`src/logic/frame_proto_pkg.sv`:
```
package frame_proto_pkg;

    // Host to device start-of-frame marker
    localparam logic [7:0] sof_host = 8'hA5;

    // Status codes returned with every parsed frame
    typedef enum logic [7:0] {
        status_ok      = 8'h00,
        status_crc_err = 8'h01, // CRC byte did not match
        status_cmd_inv = 8'h02, // Reserved size in command
        status_timeout = 8'h04  // Byte gap too long inside a frame
    } status_t;

    // Transfer size field of the command byte
    typedef enum logic [1:0] {
        size_byte = 2'b00,
        size_half = 2'b01,
        size_word = 2'b10,
        size_rsvd = 2'b11 // Not supported, flagged as invalid command
    } size_t;

    // Command byte broken into its fields, MSB first
    typedef struct packed {
        logic       rw;   // 1 = read, 0 = write
        logic       inc;  // Address increments per beat
        size_t      size; // Beat size
        logic [3:0] len;  // Beat count minus one
    } cmd_fields_t;

    // Same command byte seen raw (CRC, output) or as fields (decode)
    typedef union packed {
        logic [7:0]  raw;
        cmd_fields_t f;
    } cmd_t;

endpackage

```
`src/logic/parser_cfg_pkg.sv`:
```
package parser_cfg_pkg;

    // Receive walk of one host frame
    typedef enum logic [3:0] {
        idle,    // Hunting for the start byte
        cmd,
        addr0,   // Address LSB
        addr1,
        addr2,
        addr3,   // Address MSB
        data_rx, // Payload bytes
        crc_rx,
        done,    // Result held for the consumer
        error    // Timeout result held for the consumer
    } parser_state_t;

    localparam int buf_depth = 64; // Max payload, 16 words
    localparam int buf_idx_w = 6;  // Index into the payload buffer
    localparam int count_w   = 7;  // Data count, must reach 64

endpackage

```
`src/logic/crc8_calc.sv`:
```
`timescale 1ns/1ps

module crc8_calc (
    input  logic       clk,
    input  logic       rst,
    input  logic       crc_clear, // Start of a new frame
    input  logic       crc_en,    // Fold data_in this cycle
    input  logic [7:0] data_in,
    output logic [7:0] crc
);

    logic [7:0] crc_next;

    // One byte through x^8 + x^2 + x + 1, MSB first
    always_comb begin
        crc_next = crc ^ data_in;
        for (int i = 0; i < 8; i++) begin
            if (crc_next[7]) crc_next = {crc_next[6:0], 1'b0} ^ 8'h07;
            else             crc_next = {crc_next[6:0], 1'b0};
        end
    end

    always_ff @(posedge clk) begin
        if (rst || crc_clear) begin
            crc <= 8'h00; // Init value 00h
        end else if (crc_en) begin
            crc <= crc_next;
        end
    end

    // Start byte is never part of the CRC, so clear and fold cannot overlap
    a_clear_not_en: assert property (@(posedge clk) disable iff (rst)
        !(crc_clear && crc_en));

endmodule

```
`src/logic/byte_gap_timer.sv`:
```
`timescale 1ns/1ps

module byte_gap_timer #(
    parameter int timeout_clocks = 0 // 0 disables the timer
) (
    input  logic clk,
    input  logic rst,
    input  logic frame_open, // FSM is inside a frame
    input  logic fifo_empty,
    output logic timed_out
);

    localparam int cnt_w = (timeout_clocks > 0) ? $clog2(timeout_clocks + 1) : 1;
    localparam logic [cnt_w-1:0] limit = timeout_clocks[cnt_w-1:0];

    logic [cnt_w-1:0] gap_cnt; // Consecutive starved cycles

    always_ff @(posedge clk) begin
        if (rst || !frame_open || !fifo_empty || timed_out) begin
            gap_cnt <= '0; // Any byte or closed frame restarts the gap
        end else if (gap_cnt != limit) begin
            gap_cnt <= gap_cnt + 1'b1; // Saturates at the limit
        end
    end

    assign timed_out = (timeout_clocks != 0) && (gap_cnt == limit);

    // Count only builds while open, and the FSM leaves the frame
    // the same edge the timeout clears the count
    a_timeout_in_frame: assert property (@(posedge clk) disable iff (rst)
        timed_out |-> frame_open);

endmodule

```
`src/logic/frame_data_buffer.sv`:
```
`timescale 1ns/1ps

module frame_data_buffer (
    input  logic                                 clk,
    input  logic                                 wr_en,
    input  logic [parser_cfg_pkg::buf_idx_w-1:0] wr_idx,
    input  logic [7:0]                           wr_data,
    input  logic [parser_cfg_pkg::buf_idx_w-1:0] rd_idx,
    output logic [7:0]                           rd_data
);

    // Payload store, one byte per entry
    logic [7:0] mem [parser_cfg_pkg::buf_depth];

    // Written once per payload byte as the FSM takes it
    always_ff @(posedge clk) begin
        if (wr_en) begin
            mem[wr_idx] <= wr_data;
        end
    end

    // Consumer side read, no latency
    assign rd_data = mem[rd_idx];

endmodule

```
`src/logic/frame_parser_fsm.sv`:
```
`timescale 1ns/1ps

module frame_parser_fsm (
    input  logic                                  clk,
    input  logic                                  rst,
    input  logic [7:0]                            rx_fifo_data,
    input  logic                                  rx_fifo_empty,
    output logic                                  rx_fifo_rd_en,
    output logic                                  crc_clear,
    output logic                                  crc_en,
    input  logic [7:0]                            crc_calc,
    output logic                                  buf_wr_en,
    output logic [parser_cfg_pkg::buf_idx_w-1:0]  buf_wr_idx,
    output logic                                  frame_open,
    input  logic                                  timed_out,
    output frame_proto_pkg::cmd_t                 cmd,
    output logic [31:0]                           addr,
    output logic [parser_cfg_pkg::count_w-1:0]    data_count,
    output frame_proto_pkg::status_t              error_status,
    output logic                                  frame_valid,
    output logic                                  frame_error,
    input  logic                                  frame_consumed,
    output logic                                  parser_busy
);

    localparam int cw = parser_cfg_pkg::count_w;

    parser_cfg_pkg::parser_state_t state, state_next;

    frame_proto_pkg::cmd_t    cmd_in;     // FIFO byte read as a command
    frame_proto_pkg::status_t crc_status; // Verdict if this byte is the CRC
    logic [cw-1:0]            len_plus1;
    logic [cw-1:0]            len_calc;   // Payload length of cmd_in
    logic [cw-1:0]            exp_len;    // Payload length of the held command
    logic                     take;       // Byte consumed this cycle

    assign cmd_in.raw = rx_fifo_data;

    // Receive states pull a byte whenever one is there
    always_comb begin
        unique case (state)
            parser_cfg_pkg::done, parser_cfg_pkg::error: take = 1'b0;
            default: take = !rx_fifo_empty;
        endcase
    end

    assign frame_open  = (state != parser_cfg_pkg::idle) && (state != parser_cfg_pkg::done)
                         && (state != parser_cfg_pkg::error);
    assign parser_busy = (state != parser_cfg_pkg::idle);

    assign rx_fifo_rd_en = take; // Junk in idle is also read and dropped
    assign crc_clear = take && (state == parser_cfg_pkg::idle)
                       && (rx_fifo_data == frame_proto_pkg::sof_host);
    assign crc_en    = take && frame_open && (state != parser_cfg_pkg::crc_rx);
    assign buf_wr_en = take && (state == parser_cfg_pkg::data_rx);
    assign buf_wr_idx = data_count[parser_cfg_pkg::buf_idx_w-1:0];

    // Beats times beat size, nothing for reads or reserved size
    always_comb begin
        len_plus1 = {{(cw-4){1'b0}}, cmd_in.f.len} + 1'b1;
        unique case (cmd_in.f.size)
            frame_proto_pkg::size_byte: len_calc = len_plus1;
            frame_proto_pkg::size_half: len_calc = len_plus1 << 1;
            frame_proto_pkg::size_word: len_calc = len_plus1 << 2;
            default:                    len_calc = '0;
        endcase
        if (cmd_in.f.rw) len_calc = '0;
    end

    // Bad command outranks a CRC mismatch
    always_comb begin
        if (cmd.f.size == frame_proto_pkg::size_rsvd) begin
            crc_status = frame_proto_pkg::status_cmd_inv;
        end else if (rx_fifo_data != crc_calc) begin
            crc_status = frame_proto_pkg::status_crc_err;
        end else begin
            crc_status = frame_proto_pkg::status_ok;
        end
    end

    always_comb begin
        state_next = state;
        unique case (state)
            parser_cfg_pkg::idle: begin
                if (crc_clear) state_next = parser_cfg_pkg::cmd;
            end
            parser_cfg_pkg::cmd:   if (take) state_next = parser_cfg_pkg::addr0;
            parser_cfg_pkg::addr0: if (take) state_next = parser_cfg_pkg::addr1;
            parser_cfg_pkg::addr1: if (take) state_next = parser_cfg_pkg::addr2;
            parser_cfg_pkg::addr2: if (take) state_next = parser_cfg_pkg::addr3;
            parser_cfg_pkg::addr3: begin
                if (take) begin
                    // No payload goes straight to the CRC byte
                    state_next = (exp_len == '0) ? parser_cfg_pkg::crc_rx
                                                 : parser_cfg_pkg::data_rx;
                end
            end
            parser_cfg_pkg::data_rx: begin
                if (take && (data_count + 1'b1 == exp_len)) state_next = parser_cfg_pkg::crc_rx;
            end
            parser_cfg_pkg::crc_rx: if (take) state_next = parser_cfg_pkg::done;
            parser_cfg_pkg::done, parser_cfg_pkg::error: begin
                if (frame_consumed) state_next = parser_cfg_pkg::idle;
            end
            default: state_next = parser_cfg_pkg::idle;
        endcase
        // Starved receive state gives up
        if (frame_open && !take && timed_out) state_next = parser_cfg_pkg::error;
    end

    always_ff @(posedge clk) begin
        if (rst) begin
            state        <= parser_cfg_pkg::idle;
            frame_valid  <= 1'b0;
            frame_error  <= 1'b0;
            error_status <= frame_proto_pkg::status_ok;
            data_count   <= '0;
        end else begin
            state <= state_next;
            if (crc_clear) data_count <= '0; // New frame, empty payload
            if (buf_wr_en) data_count <= data_count + 1'b1;
            if (take && (state == parser_cfg_pkg::crc_rx)) begin
                error_status <= crc_status;
                frame_valid  <= (crc_status == frame_proto_pkg::status_ok);
                frame_error  <= (crc_status != frame_proto_pkg::status_ok);
            end
            if (state_next == parser_cfg_pkg::error && state != parser_cfg_pkg::error) begin
                error_status <= frame_proto_pkg::status_timeout;
                frame_error  <= 1'b1;
            end
            if (frame_consumed && !frame_open && parser_busy) begin
                frame_valid <= 1'b0; // Result released
                frame_error <= 1'b0;
            end
        end
    end

    // Frame fields, held until the next frame overwrites them
    always_ff @(posedge clk) begin
        if (take) begin
            unique case (state)
                parser_cfg_pkg::cmd: begin
                    cmd     <= cmd_in;
                    exp_len <= len_calc;
                end
                parser_cfg_pkg::addr0: addr[7:0]   <= rx_fifo_data; // Little endian
                parser_cfg_pkg::addr1: addr[15:8]  <= rx_fifo_data;
                parser_cfg_pkg::addr2: addr[23:16] <= rx_fifo_data;
                parser_cfg_pkg::addr3: addr[31:24] <= rx_fifo_data;
                default: ;
            endcase
        end
    end

    // Payload writes stay inside the length the command asked for
    a_wr_in_len: assert property (@(posedge clk) disable iff (rst)
        buf_wr_en |-> (data_count < exp_len));

    a_one_result: assert property (@(posedge clk) disable iff (rst)
        !(frame_valid && frame_error));

    a_valid_ok: assert property (@(posedge clk) disable iff (rst)
        frame_valid |-> (error_status == frame_proto_pkg::status_ok));

endmodule

```
`src/logic/frame_parser.sv`:
```
`timescale 1ns/1ps

module frame_parser #(
    parameter int timeout_clocks = 0 // Byte gap limit in clocks, 0 = off
) (
    input  logic                                 clk,
    input  logic                                 rst,
    input  logic [7:0]                           rx_fifo_data,
    input  logic                                 rx_fifo_empty,
    output logic                                 rx_fifo_rd_en,
    output frame_proto_pkg::cmd_t                cmd,
    output logic [31:0]                          addr,
    output logic [parser_cfg_pkg::count_w-1:0]   data_count,
    output frame_proto_pkg::status_t             error_status,
    output logic                                 frame_valid,
    output logic                                 frame_error,
    input  logic                                 frame_consumed,
    output logic                                 parser_busy,
    input  logic [parser_cfg_pkg::buf_idx_w-1:0] data_rd_idx,
    output logic [7:0]                           data_rd_byte
);

    logic                                 crc_clear;
    logic                                 crc_en;
    logic [7:0]                           crc_value;  // Running CRC of the frame
    logic                                 buf_wr_en;
    logic [parser_cfg_pkg::buf_idx_w-1:0] buf_wr_idx;
    logic                                 frame_open;
    logic                                 timed_out;

    frame_parser_fsm frame_parser_fsm_inst (
        .clk            (clk),
        .rst            (rst),
        .rx_fifo_data   (rx_fifo_data),
        .rx_fifo_empty  (rx_fifo_empty),
        .rx_fifo_rd_en  (rx_fifo_rd_en),
        .crc_clear      (crc_clear),
        .crc_en         (crc_en),
        .crc_calc       (crc_value),
        .buf_wr_en      (buf_wr_en),
        .buf_wr_idx     (buf_wr_idx),
        .frame_open     (frame_open),
        .timed_out      (timed_out),
        .cmd            (cmd),
        .addr           (addr),
        .data_count     (data_count),
        .error_status   (error_status),
        .frame_valid    (frame_valid),
        .frame_error    (frame_error),
        .frame_consumed (frame_consumed),
        .parser_busy    (parser_busy)
    );

    // CRC fed straight from the FIFO byte
    crc8_calc crc8_calc_inst (
        .clk       (clk),
        .rst       (rst),
        .crc_clear (crc_clear),
        .crc_en    (crc_en),
        .data_in   (rx_fifo_data),
        .crc       (crc_value)
    );

    byte_gap_timer #(
        .timeout_clocks (timeout_clocks)
    ) byte_gap_timer_inst (
        .clk        (clk),
        .rst        (rst),
        .frame_open (frame_open),
        .fifo_empty (rx_fifo_empty),
        .timed_out  (timed_out)
    );

    frame_data_buffer frame_data_buffer_inst (
        .clk     (clk),
        .wr_en   (buf_wr_en),
        .wr_idx  (buf_wr_idx),
        .wr_data (rx_fifo_data),
        .rd_idx  (data_rd_idx),
        .rd_data (data_rd_byte)
    );

endmodule

```
`config.mk`:
```
export PLATFORM = sky130hd
export DESIGN_NAME = frame_parser
export DESIGN_NICKNAME = d
export VERILOG_FILES = /design/src/logic/frame_proto_pkg.sv /design/src/logic/parser_cfg_pkg.sv /design/src/logic/crc8_calc.sv /design/src/logic/byte_gap_timer.sv /design/src/logic/frame_data_buffer.sv /design/src/logic/frame_parser_fsm.sv /design/src/logic/frame_parser.sv
export SDC_FILE = /design/constraint.sdc
export NUM_CORES = 1
export LEC_CHECK = 0
export BUFFER_PORTS_ARGS = -buffer_cell sky130_fd_sc_hd__buf_2
export CORE_MARGIN = 2
export CORE_UTILIZATION = 45
export CTS_BUF_LIST = sky130_fd_sc_hd__clkbuf_16
export DETAILED_ROUTE_END_ITERATION = 10
export GPL_TIMING_DRIVEN = 1
export SYNTH_ARGS = -nofsm -noshare
export SYNTH_HDL_FRONTEND = slang
export SYNTH_SLANG_ARGS = --single-unit
```
`constraint.sdc`:
```
create_clock -name clk -period 3.4 [get_ports clk]
set_input_delay 0 -clock clk [delete_from_list [all_inputs] [get_ports clk]]
set_output_delay 0 -clock clk [all_outputs]
set_load 0.02 [all_outputs]
```
=== Word-level counts from Yosys, hierarchy flattened ===
Memories as Yosys holds them, arrays and structs flattened.
Cells that the tools add are included.

* Mux-type cells: 31
* Add/sub/neg operators: 2
* Bitwise operators: 9
* Reductions and logical operators: 31
* Eq/ne operators: 19

{| class="wikitable"
|+ Operators with widths
! operator !! number
|-
| two-way mux 4 bit || 9
|-
| one-hot mux 4 bit (9 select lines) || 1
|-
| two-way mux 3 bit || 10
|-
| inverter 3 bit || 8
|-
| one-hot mux 7 bit (3 select lines) || 1
|-
| equality test 4 x 3 -> 1 bit (second input constant) || 4
|-
| two-way mux 7 bit || 2
|-
| equality test 4 bit (second input constant) || 3
|-
| logical AND 1 bit || 12
|-
| AND reduction 2 bit || 5
|-
| equality test 4 x 2 -> 1 bit (second input constant) || 2
|-
| equality test 8 bit (second input constant) || 1
|-
| zero test 8 bit || 1
|-
| inequality test 4 bit (second input constant) || 2
|-
| inequality test 8 bit || 1
|-
| nonzero test 8 bit || 1
|-
| XOR 8 bit || 1
|-
| adder 7 x 1 -> 7 bit (second input constant) || 1
|-
| equality test 7 bit || 1
|-
| zero test 7 bit || 1
|-
| two-way mux 1 bit || 7
|-
| OR reduction 2 bit || 3
|-
| adder 4 x 1 -> 5 bit (second input constant) || 1
|-
| equality test 2 bit (second input constant) || 2
|-
| 10 further kinds || 12
|}

* Memory bits (writable): 512
* Memories kept: 1
* Input bits: 18
* Register bits after elaboration: 76
* Output and inout bits: 67
* Logic and storage cells: 106

{| class="wikitable"
|+ Memory list
! name !! depth !! width !! read ports !! clocked after memory_dff !! write ports !! line !! source
|-
| frame_data_buffer_inst.mem || 64 || 8 || 1 || 0 || 1 || frame_data_buffer.sv:13 || <nowiki>logic [7:0] mem [parser_cfg_pkg::buf_depth];</nowiki>
|}

=== Logic depth before layout (Yosys ltp) ===
Gate-level depths: netlist of the first run.

* Depth in word-level cells: 17
* Mapped depth: 8
* Depth with buffers taken out: 7

=== Modules after synthesis ===
Synthesis of the first run repeated with hierarchy kept, for this count alone.

* Cell total of the unflattened synthesis: 1234
* Area, all modules: 23473.8 sq um

{| class="wikitable"
|+ Modules (own cells, without submodules)
! module !! cells each !! area each (sq um) !! times used !! seq. area each (sq um)
|-
| frame_data_buffer || 932 || 20006.7 || 1 || 15374.7
|-
| frame_parser_fsm || 248 || 2879.0 || 1 || 1731.7
|-
| crc8_calc || 52 || 576.8 || 1 || 160.2
|-
| byte_gap_timer || 2 || 11.3 || 1 || 0.0
|}

=== Worst setup path after synthesis of the first run ===
No wires, ideal clock.

* Path kind: flip-flop to flip-flop
* From: register frame_parser_fsm_inst.state[1]
* To: register frame_parser_fsm_inst.cmd[0] (netlist bit) (enable)
* Arrival: 2.075 ns
* Data required time: 2.974 ns
* Slack: 0.899 ns
* Setup time: 0.426 ns
* Clock period less this slack: 2.501 ns
* Cell stages (with the launch flop): 3
* Path buffers: 1
* Cells stage by stage: dfxtp_1 clkbuf_1 nor4_1

* Word-level cells in the longest chain between the ends: 4
* Elaborated cells between the ends (all ways): 6
* Classes of those cells: eq/ne (3); mux (1); reduce/logical (2)

{| class="wikitable"
|+ Ends and longest elaborated chain
! item !! line !! source
|-
| start, declared || frame_parser_fsm.sv:28 || <nowiki>parser_cfg_pkg::parser_state_t state, state_next;</nowiki>
|-
| start signal, assigned || frame_parser_fsm.sv:113 || <nowiki>state <= parser_cfg_pkg::idle;</nowiki>
|-
| start signal, assigned || frame_parser_fsm.sv:119 || <nowiki>state <= state_next;</nowiki>
|-
| equality test 4 bit || frame_parser_fsm.sv:41 || <nowiki>unique case (state)</nowiki>
|-
| OR reduction 2 bit || frame_parser_fsm.sv:41 ||
|-
| two-way mux 1 bit || frame_parser_fsm.sv:41 ||
|-
| AND reduction 2 bit (no source line) * || - ||
|-
| end signal, assigned || frame_parser_fsm.sv:143 || <nowiki>cmd <= cmd_in;</nowiki>
|-
| end, declared || frame_parser_fsm.sv:16 || <nowiki>output frame_proto_pkg::cmd_t cmd,</nowiki>
|}

Mark *: on every way between the ends. The rest lies on a longest branch, timed or not.
A chain may end at the register's enable or synchronous reset.

=== Worst setup path after layout of the first run ===
* From: register frame_parser_fsm_inst.state[2]
* To: memory frame_data_buffer_inst.mem[29][1] (enable)

* Word-level cells in the longest chain between the ends: 6
* Elaborated cells between the ends (all ways): 8
* Classes of those cells: eq/ne (3); mux (3); reduce/logical (2)

{| class="wikitable"
|+ Ends and longest elaborated chain
! item !! line !! source
|-
| equality test 4 bit || frame_parser_fsm.sv:41 ||
|-
| OR reduction 2 bit || frame_parser_fsm.sv:41 ||
|-
| two-way mux 1 bit || frame_parser_fsm.sv:41 ||
|-
| logical AND 1 bit * || frame_parser_fsm.sv:55 || <nowiki>assign buf_wr_en = take && (state == parser_cfg_pkg::data_rx);</nowiki>
|-
| two-way mux 1 bit * || frame_data_buffer.sv:17 || <nowiki>if (wr_en) begin</nowiki>
|-
| two-way mux 1 bit (implied by the code) * || frame_data_buffer.sv:18 || <nowiki>mem[wr_idx] <= wr_data;</nowiki>
|-
| end, declared || frame_data_buffer.sv:13 ||
|}

Marks and branches as above.

==> results of run 1 <==
==> worst max-delay path: stages, from the launching register on <==
cell	delay, ns
sky130_fd_sc_hd__dfxtp_1	0.54
sky130_fd_sc_hd__nor2b_1	0.38
sky130_fd_sc_hd__and3_1	0.42
sky130_fd_sc_hd__nand3_1	0.54
sky130_fd_sc_hd__nor2_1	0.72
==> through the flow <==
stage	cell area (um2)	power, uW	worst slack (ns)	util, %	hold slack (ns)
after global placement	24600	8690	0.589	48.2	0.319
after floorplan	23100	8420	0.899	-	0.0728
after detailed placement	24600	8700	0.486	48.2	0.320
after global routing	26400	14700	0.206	51.7	0.115
final	26400	14200	0.416	51.7	0.0910
after CTS	26400	14400	0.446	51.7	0.0500
==> cells in the final DEF, fill, tap and decap left out, types with 4 or more instances in the layout <==
| cell | netlist | final |
|---|---|---|
| sky130_fd_sc_hd__nand3b_1 | 4 | 4 |
| sky130_fd_sc_hd__o21ai_1 | 13 | 13 |
| sky130_fd_sc_hd__a31oi_1 | 4 | 4 |
| sky130_fd_sc_hd__o32ai_1 | 9 | 9 |
| sky130_fd_sc_hd__mux2_2 | 8 | 8 |
| sky130_fd_sc_hd__nor2_1 | 107 | 107 |
| sky130_fd_sc_hd__conb_1 | 1 | 5 |
| sky130_fd_sc_hd__o221ai_1 | 8 | 8 |
| sky130_fd_sc_hd__o21ai_0 | 13 | 13 |
| sky130_fd_sc_hd__a211oi_1 | 13 | 13 |
| sky130_fd_sc_hd__inv_1 | 6 | 19 |
| sky130_fd_sc_hd__nor4_1 | 5 | 4 |
| sky130_fd_sc_hd__nand3_1 | 15 | 15 |
| sky130_fd_sc_hd__clkinv_1 | 0 | 16 |
| sky130_fd_sc_hd__inv_6 | 0 | 4 |
| sky130_fd_sc_hd__nand2_1 | 23 | 23 |
| sky130_fd_sc_hd__xor2_1 | 7 | 7 |
| sky130_fd_sc_hd__edfxtp_1 | 559 | 559 |
| sky130_fd_sc_hd__dlygate4sd3_1 | 0 | 11 |
| sky130_fd_sc_hd__xnor2_1 | 20 | 20 |
| sky130_fd_sc_hd__mux2i_1 | 19 | 19 |
| sky130_fd_sc_hd__a21oi_1 | 34 | 34 |
| sky130_fd_sc_hd__and3_1 | 6 | 6 |
| sky130_fd_sc_hd__a22o_1 | 9 | 9 |
| sky130_fd_sc_hd__buf_2 | 18 | 77 |
| sky130_fd_sc_hd__o22ai_1 | 16 | 16 |
| sky130_fd_sc_hd__mux4_2 | 124 | 124 |
| sky130_fd_sc_hd__nor2b_1 | 17 | 17 |
| sky130_fd_sc_hd__nor3_1 | 6 | 6 |
| sky130_fd_sc_hd__dfxtp_1 | 24 | 24 |
| sky130_fd_sc_hd__mux4_1 | 4 | 4 |
| sky130_fd_sc_hd__clkinv_2 | 0 | 10 |
| sky130_fd_sc_hd__ha_1 | 6 | 6 |
| sky130_fd_sc_hd__buf_4 | 15 | 79 |
| sky130_fd_sc_hd__nand2b_1 | 12 | 12 |
| sky130_fd_sc_hd__clkbuf_16 | 0 | 57 |
==> worst min path at each step <==
stage | slack (ns) | cells past startpoint | end
2_1_floorplan | 0.07 | 1 | frame_parser_fsm_inst.data_count[3]
3_3_place_gp | 0.32 | 3 | frame_parser_fsm_inst.state[3]
3_5_place_dp | 0.32 | 3 | frame_parser_fsm_inst.state[3]
5_1_grt | 0.12 | 6 | frame_parser_fsm_inst.exp_len[1]
4_1_cts | 0.05 | 6 | frame_parser_fsm_inst.exp_len[1]
6_report | 0.09 | 6 | frame_parser_fsm_inst.exp_len[1]
==> flip-flops by register name (all words and copies together), names as in the netlist, 3 cells and up <==
name / cells
frame_parser_fsm_inst.error_status: 3
frame_parser_fsm_inst.addr: 32
frame_parser_fsm_inst.cmd: 8
frame_data_buffer_inst.mem: 512
frame_parser_fsm_inst.data_count: 7
frame_parser_fsm_inst.exp_len: 7
crc8_calc_inst.crc: 8
frame_parser_fsm_inst.state: 4
==> metal layers <==
layer	wire length, um	track usage, %	vias up	part of all wire (%)
li1	-	-	5182	-
met1	23000	29.0	6104	44
met2	24200	30.6	385	46
met3	3370	4.01	91	6.4
met4	1670	7.18	4	3.2
met5	20	0	-	0.038
==> what timing repair did <==
action / CTS / global route
endpoints found under the setup margin: 0 / 0
hold buffers: 11 / 0
hold endpoints to repair: 111 / 0
==> synthesized netlist by cell type, drive strengths merged, types with 12 or more instances <==
library cell / number
a211oi: 14
a21oi: 34
buf: 45
clkbuf: 23
dfxtp: 24
edfxtp: 559
mux2i: 19
mux4: 128
nand2: 23
nand2b: 12
nand3: 15
nor2: 107
nor2b: 17
o21ai: 26
o22ai: 16
xnor2: 20
==> power by group <==
group	internal, uW	leakage, uW	total, uW	switching (uW)
Clock	3050	0.000872	5690	2640
Combinational	255	0.00250	684	429
Sequential	7860	0.00522	7860	0.285
Total	11200	0.00858	14200	3070
==> cell families (layout without fill, tap and decap cells) <==
family	count (synthesis)	after routing
AO/OA/AOI/OAI	131	131
XOR/XNOR	32	32
adder cells (fa/ha/maj)	6	6
buffers and inverters	76	282
flip-flops	583	583
multiplexers	155	155
other	1	5
AND/OR/NAND/NOR	209	209
==> area by class of cell <==
class / instances / share of cell area [%]
clock buffers: 57 / 5.40
repair buffers: 171 / 4.36
flip-flops and latches: 583 / 65.3
well taps: 680 / 3.22
multi-input cells: 538 / 20.7
clock inverters: 48 / 0.933
inverters: 6 / 0.0852
==> results_tabular.tex, run 1 <==
\begin{tabular}{lr}
\hline
Metric & Value \\
\hline
\multicolumn{2}{l}{\textbf{Placement}} \\
\quad Placer Congestion & 0.881 \\
\quad Post-DP HPWL & 32300 um \\
\quad Post-placement cell count & between 1500 and 2000 \\
\quad Number of buffers added on ports & slightly below 80 \\
\multicolumn{2}{l}{\textbf{Timing}} \\
\quad Tmin final & 2.98 ns \\
\quad Total setup violations reported at the end of the flow & 0 \\
\quad Setup TNS Final & 0 ns \\
\quad Transition time at the pin with the least slew margin & roughly 0.95 ns \\
\quad Worst relative slew slack & around 37\% \\
\quad Post-route clock period utilization & around 90\% \\
\quad Clock Skews & 0.0142 ns \\
\quad Final Max Tran Viols & 0 \\
\quad Final hold violation count & 0 \\
\quad Timing-limited maximum frequency & 335 MHz \\
\quad Unrepaired setup endpoints after global routing & no \\
\multicolumn{2}{l}{\textbf{Clock network}} \\
\quad Insertion delay of the later-clocked pin in the worst-skew pair & around 0.61 ns \\
\quad CTS sink cnt & $\sim$580 \\
\quad Postcts setup bufs & 0 \\
\quad Level count of the clock H-tree & 2 \\
\quad Number of buffers inserted during clock tree synthesis & 57 \\
\quad Post-cts resize count & 0 \\
\quad Clock tree from TritonCTS & yes \\
\quad Post-CTS clock slew at the launch and capture registers of the worst setup and hold paths & about 0.07 ns \\
\quad Clock root buffer master & sky130\_fd\_sc\_hd\_\_clkbuf\_16 \\
\quad Buffers from clock root to sink, at most & 3 \\
\multicolumn{2}{l}{\textbf{Critical path}} \\
\quad Critical-path maximum fanout & 12 \\
\quad Worst Path Arrival & 3.23 ns \\
\quad Capturing element type of the critical path & flip-flop \\
\quad Startpoint-to-endpoint class of the critical path & reg2reg \\
\quad Worst r2r src & frame\_parser\_fsm\_inst.state[2] \\
\quad Category of the worst setup path launch point & flip-flop \\
\quad Endpoint of the most critical register-to-register path & frame\_data\_buffer\_inst.mem[29][1] \\
\quad Logic depth of the worst register-to-register path & 4 \\
\quad Worst R2R Setup Slack & 0.42 ns \\
\quad Critical path required time & around 3.6 ns \\
\quad Crit path to & frame\_data\_buffer\_inst.mem[29][1] \\
\quad Worst setup path startpoint & frame\_parser\_fsm\_inst.state[2] \\
\multicolumn{2}{l}{\textbf{Synth}} \\
\quad Share of the synthesized area in compound gates (AO/OA/AOI/OAI) & under 10\% \\
\quad Number of flops mapped to enable cells by yosys & between 500 and 600 \\
\quad Share of the synthesized area in the top cell type & 72.6\% \\
\quad Largest family of logic cells by synthesized area & multiplexers \\
\quad Largest area contributor in the netlist & sky130\_fd\_sc\_hd\_\_edfxtp\_1 \\
\quad Flip-flop cell with the highest count after synthesis & sky130\_fd\_sc\_hd\_\_edfxtp\_1 \\
\quad Simple-gate share of the synthesized area & between 4 and 5\% \\
\quad Fraction of the mapped netlist area in adder cells & less than 1\% \\
\quad Portion of netlist area occupied by mux cells & a little over an eighth \\
\quad Syn Std Cell Area & approximately 23000 um2 \\
\quad Number of synthesized register bits & 583 \\
\quad Top cells by area in the synthesized netlist & sky130\_fd\_sc\_hd\_\_edfxtp\_1 73\%, sky130\_fd\_sc\_hd\_\_mux4\_2 12\%, sky130\_fd\_sc\_hd\_\_dfxtp\_1 2.1\% \\
\quad Portion of the post-synthesis area used by sequential elements & 74.7\% \\
\quad Post-Syn Area per Cell & about 19 um2 \\
\quad Post-Syn Instances & 1193 \\
\quad Share of flip-flops with an asynchronous set or reset after synthesis & 0\% \\
\quad Distinct cell type count after synthesis & 59 \\
\quad XOR/XNOR share of the synthesized area & 1.53\% \\
\quad Synth warn & 0 \\
\multicolumn{2}{l}{\textbf{Floorplan}} \\
\quad Initial core utilization & 45.3\% \\
\quad Number of placement rows & 83 \\
\quad I/O Pins & 85 \\
\quad Placeable Area & 51100 um2 \\
\quad Die width & between 200 and 250 um \\
\quad Chip Height & between 200 and 250 um \\
\quad Area enclosed by the die boundary & between 50000 and 60000 um2 \\
\multicolumn{2}{l}{\textbf{Finish}} \\
\quad Share of post-route cells with drive strength above 1 & around a quarter \\
\quad Synth-to-Final Area Change & 14.3\% \\
\quad Final non-filler cell total & approximately 2100 \\
\quad Filler cell count & roughly 4100 \\
\quad Antenna Diode Count & 0 \\
\quad Final layout net count & between 1000 and 1500 \\
\quad Combined area of the multi-input logic cells & 5470 um2 \\
\quad Sequential cell area & between 15000 and 20000 um2 \\
\multicolumn{2}{l}{\textbf{Hold path}} \\
\quad Critical hold path startpoint & rx\_fifo\_data[1] \\
\quad Hold WC Path Type & in2reg \\
\multicolumn{2}{l}{\textbf{Global routing}} \\
\quad Via count of the first global-routing pass & around 12000 \\
\quad Pin count of the biggest net entering global routing & between 70 and 80 \\
\quad Number of antenna violations at the first check in global routing & 3 \\
\quad Overall global routing resource usage & about 20\% \\
\quad First-pass GRT wire length & approximately 80000 um \\
\quad Global route overflow & 0 \\
\multicolumn{2}{l}{\textbf{Detailed routing}} \\
\quad Post-detailed-route wirelength per cell & $\sim$25 um \\
\quad Number of violations reported at the end of detailed-routing iteration 0 & a little over 1000 \\
\quad Number of antenna-violating nets in the routed design & 0 \\
\quad Via Count & between 10000 and 15000 \\
\quad DRT Pass-1 Iters & 5 \\
\quad Post-DR vias/cell & 5.65 \\
\quad DRC errors left & 0 \\
\quad Detailed-route wire length & between 50000 and 60000 um \\
\multicolumn{2}{l}{\textbf{Power and ir drop}} \\
\quad Worst-case vdd ir drop & about 0.00037 V \\
\quad Pwr dens & approximately 540 nW/um2 \\
\quad Static Leakage & around 0.0086 uW \\
\multicolumn{2}{l}{\textbf{Outcome}} \\
\quad Result of the run & finished clean \\
\multicolumn{2}{l}{\textbf{Run}} \\
\quad Max\_cap viols & 0 \\
\hline
\end{tabular}
(Power assumes the default switching activity.)
==> inputs of run 2 (changes only) <==
- PLACE_DENSITY: not set -> 0.63
==> results_tabular.tex, run 2 (synthesis results as in run 1) <==
\begin{tabular}{lr}
\hline
Metric & Value \\
\hline
\multicolumn{2}{l}{\textbf{Outcome}} \\
\quad Result of the run & finished clean \\
\multicolumn{2}{l}{\textbf{Global routing}} \\
\quad Met3 Resource Use GR & under 10\% \\
\quad Pin count of the biggest net entering global routing & between 60 and 70 \\
\quad Number of antenna violations at the first check in global routing & 1 \\
\quad Via count of the first global-routing pass & about 12000 \\
\quad Most heavily used metal layer in global routing & met2 \\
\quad Global routing usage on met2 & between 30\% and 40\% \\
\quad Global route overflow & 0 \\
\quad Routing usage on met1 & $\sim$29\% \\
\quad First-pass GRT wire length & between 70000 and 80000 um \\
\quad Overall global routing resource usage & approximately a fifth \\
\multicolumn{2}{l}{\textbf{Floorplan}} \\
\quad Die width & approximately 230 um \\
\quad Initial core utilization & between 40\% and 50\% \\
\quad Chip Height & 231 um \\
\quad Area enclosed by the die boundary & roughly 53000 um2 \\
\quad Placeable Area & between 50000 and 60000 um2 \\
\quad Number of placement rows & between 80 and 90 \\
\quad I/O Pins & 85 \\
\multicolumn{2}{l}{\textbf{Critical path}} \\
\quad Worst Path Arrival & a little over 3 ns \\
\quad Critical path required time & 3.64 ns \\
\quad Critical-path maximum fanout & 12 \\
\quad Capturing element type of the critical path & flip-flop \\
\quad Startpoint-to-endpoint class of the critical path & reg2reg \\
\quad Worst R2R Setup Slack & 0.54 ns \\
\quad Category of the worst setup path launch point & flip-flop \\
\multicolumn{2}{l}{\textbf{Clock network}} \\
\quad Postcts setup bufs & 0 \\
\quad Level count of the clock H-tree & 2 \\
\quad Post-CTS clock slew at the launch and capture registers of the worst setup and hold paths & approximately 0.060 ns \\
\quad Number of buffers added to fix hold violations after cts & 12 \\
\quad Buffers from clock root to sink, at most & 3 \\
\quad Clock tree from TritonCTS & yes \\
\quad Post-cts resize count & 0 \\
\quad Clock root buffer master & sky130\_fd\_sc\_hd\_\_clkbuf\_16 \\
\quad Number of buffers inserted during clock tree synthesis & 56 \\
\quad Insertion delay of the later-clocked pin in the worst-skew pair & a little over 0.6 ns \\
\quad CTS sink cnt & about 600 \\
\multicolumn{2}{l}{\textbf{Finish}} \\
\quad Most flop-heavy register & frame\_data\_buffer\_inst.mem \\
\quad Synth-to-Final Area Change & 15.0\% \\
\quad Final layout net count & around 1400 \\
\quad Most frequent cells in the layout & 559 x sky130\_fd\_sc\_hd\_\_edfxtp\_1, 124 x sky130\_fd\_sc\_hd\_\_mux4\_2, 107 x sky130\_fd\_sc\_hd\_\_nor2\_1 \\
\quad Final design area excluding fillers & between 20000 and 30000 um2 \\
\quad Leading registers by flop count & frame\_data\_buffer\_inst.mem (512), frame\_parser\_fsm\_inst.addr (32) \\
\quad Flip-flop count of the largest register, all copies and words added & around 510 \\
\quad Most common library cell in the layout ignoring fill and taps & sky130\_fd\_sc\_hd\_\_edfxtp\_1 \\
\quad Share of post-route cells with drive strength above 1 & between 20\% and 30\% \\
\multicolumn{2}{l}{\textbf{Power and ir drop}} \\
\quad Static Leakage & around 0.0086 uW \\
\quad Worst-case vdd ir drop & 0.000479 V \\
\quad Pwr dens & $\sim$560 nW/um2 \\
\multicolumn{2}{l}{\textbf{Placement}} \\
\quad DP Area & 24600 um2 \\
\quad Number of buffers added on ports & between 70 and 80 \\
\quad Post-DP HPWL & approximately 32000 um \\
\quad Placer Congestion & between 0.8 and 0.9 \\
\multicolumn{2}{l}{\textbf{Timing}} \\
\quad Transition time at the pin with the least slew margin & slightly below 0.9 ns \\
\quad Setup TNS Final & 0 ns \\
\quad Timing-limited maximum frequency & roughly 350 MHz \\
\quad Post-route clock period utilization & between 80 and 90\% \\
\quad Final Max Tran Viols & 0 \\
\quad Clock Skews & 0.0115 ns \\
\quad Total setup violations reported at the end of the flow & 0 \\
\quad Final hold violation count & 0 \\
\quad Tmin final & approximately 2.9 ns \\
\quad Unrepaired setup endpoints after global routing & no \\
\quad Worst relative slew slack & 42.2\% \\
\multicolumn{2}{l}{\textbf{Detailed routing}} \\
\quad Number of violations reported at the end of detailed-routing iteration 0 & 1346 \\
\quad Post-detailed-route wirelength per cell & between 20 and 25 um \\
\quad Post-DR vias/cell & about 5.7 \\
\quad Via Count & 11800 \\
\quad Detailed-route wire length & 51400 um \\
\quad Number of antenna-violating nets in the routed design & 0 \\
\quad DRC errors left & 0 \\
\quad DRT Pass-1 Iters & 5 \\
\multicolumn{2}{l}{\textbf{Hold path}} \\
\quad Hold WC Path Type & in2reg \\
\multicolumn{2}{l}{\textbf{Run}} \\
\quad Max\_cap viols & 0 \\
\hline
\end{tabular}
-- run 2: critical path, cell delays in order, from the launching register on --
cell	delay [ns]
sky130_fd_sc_hd__dfxtp_1	0.55
sky130_fd_sc_hd__nor2b_1	0.37
sky130_fd_sc_hd__and3_1	0.43
sky130_fd_sc_hd__nand2_1	0.44
sky130_fd_sc_hd__nor2_1	0.69
-- run 2: worst paths after layout --
check,start,endpoint,cells past startpoint
worst max-delay path,frame_parser_fsm_inst.state[2],frame_data_buffer_inst.mem[15][4],4
worst min-delay path,frame_consumed,frame_parser_fsm_inst.frame_error,5
worst max register to register,frame_parser_fsm_inst.state[2],frame_data_buffer_inst.mem[15][4],4
worst min register to register,frame_parser_fsm_inst.error_status[1],frame_parser_fsm_inst.error_status[1],2
-- run 2: where the power goes --
part	internal, uW	switching (uW)
sequential	7860	0.275
combinational	258	429
clock	3680	2610
-- run 2: final cells by class --
| class | count | area (um2) |
|---|---|---|
| Antenna cell | 1 | 2.50 |
| Fill cell | 4051 | 24500 |
| Timing Repair Buffer | 161 | 1100 |
| Clock inverter | 48 | 479 |
| Inverter | 6 | 22.5 |
| Multi-Input combinational cell | 538 | 5470 |
| Tap cell | 680 | 851 |
| Sequential cell | 583 | 17300 |
| Clock buffer | 56 | 1400 |
-- run 2: layer usage --
layer	vias up	part of all wire [%]
met4	2	2.3
met5	-	0.029
met2	443	47
met3	70	6.6
met1	6093	44
li1	5167	-
-- run 2: per-stage QoR --
stage | setup slack (ns) | utilization [%] | hold slack [ns] | std cells | total power (uW)
2_1_floorplan | 0.899 | - | 0.0728 | 1197 | 8420
3_3_place_gp | 0.741 | 48.1 | 0.312 | 1956 | 8690
3_5_place_dp | 0.560 | 48.1 | 0.312 | 1956 | 8700
4_1_cts | 0.547 | 52.1 | 0.241 | 2072 | 15000
5_1_grt | 0.320 | 52.1 | 0.303 | 2072 | 15300
6_report | 0.538 | 52.1 | 0.283 | 2073 | 14800
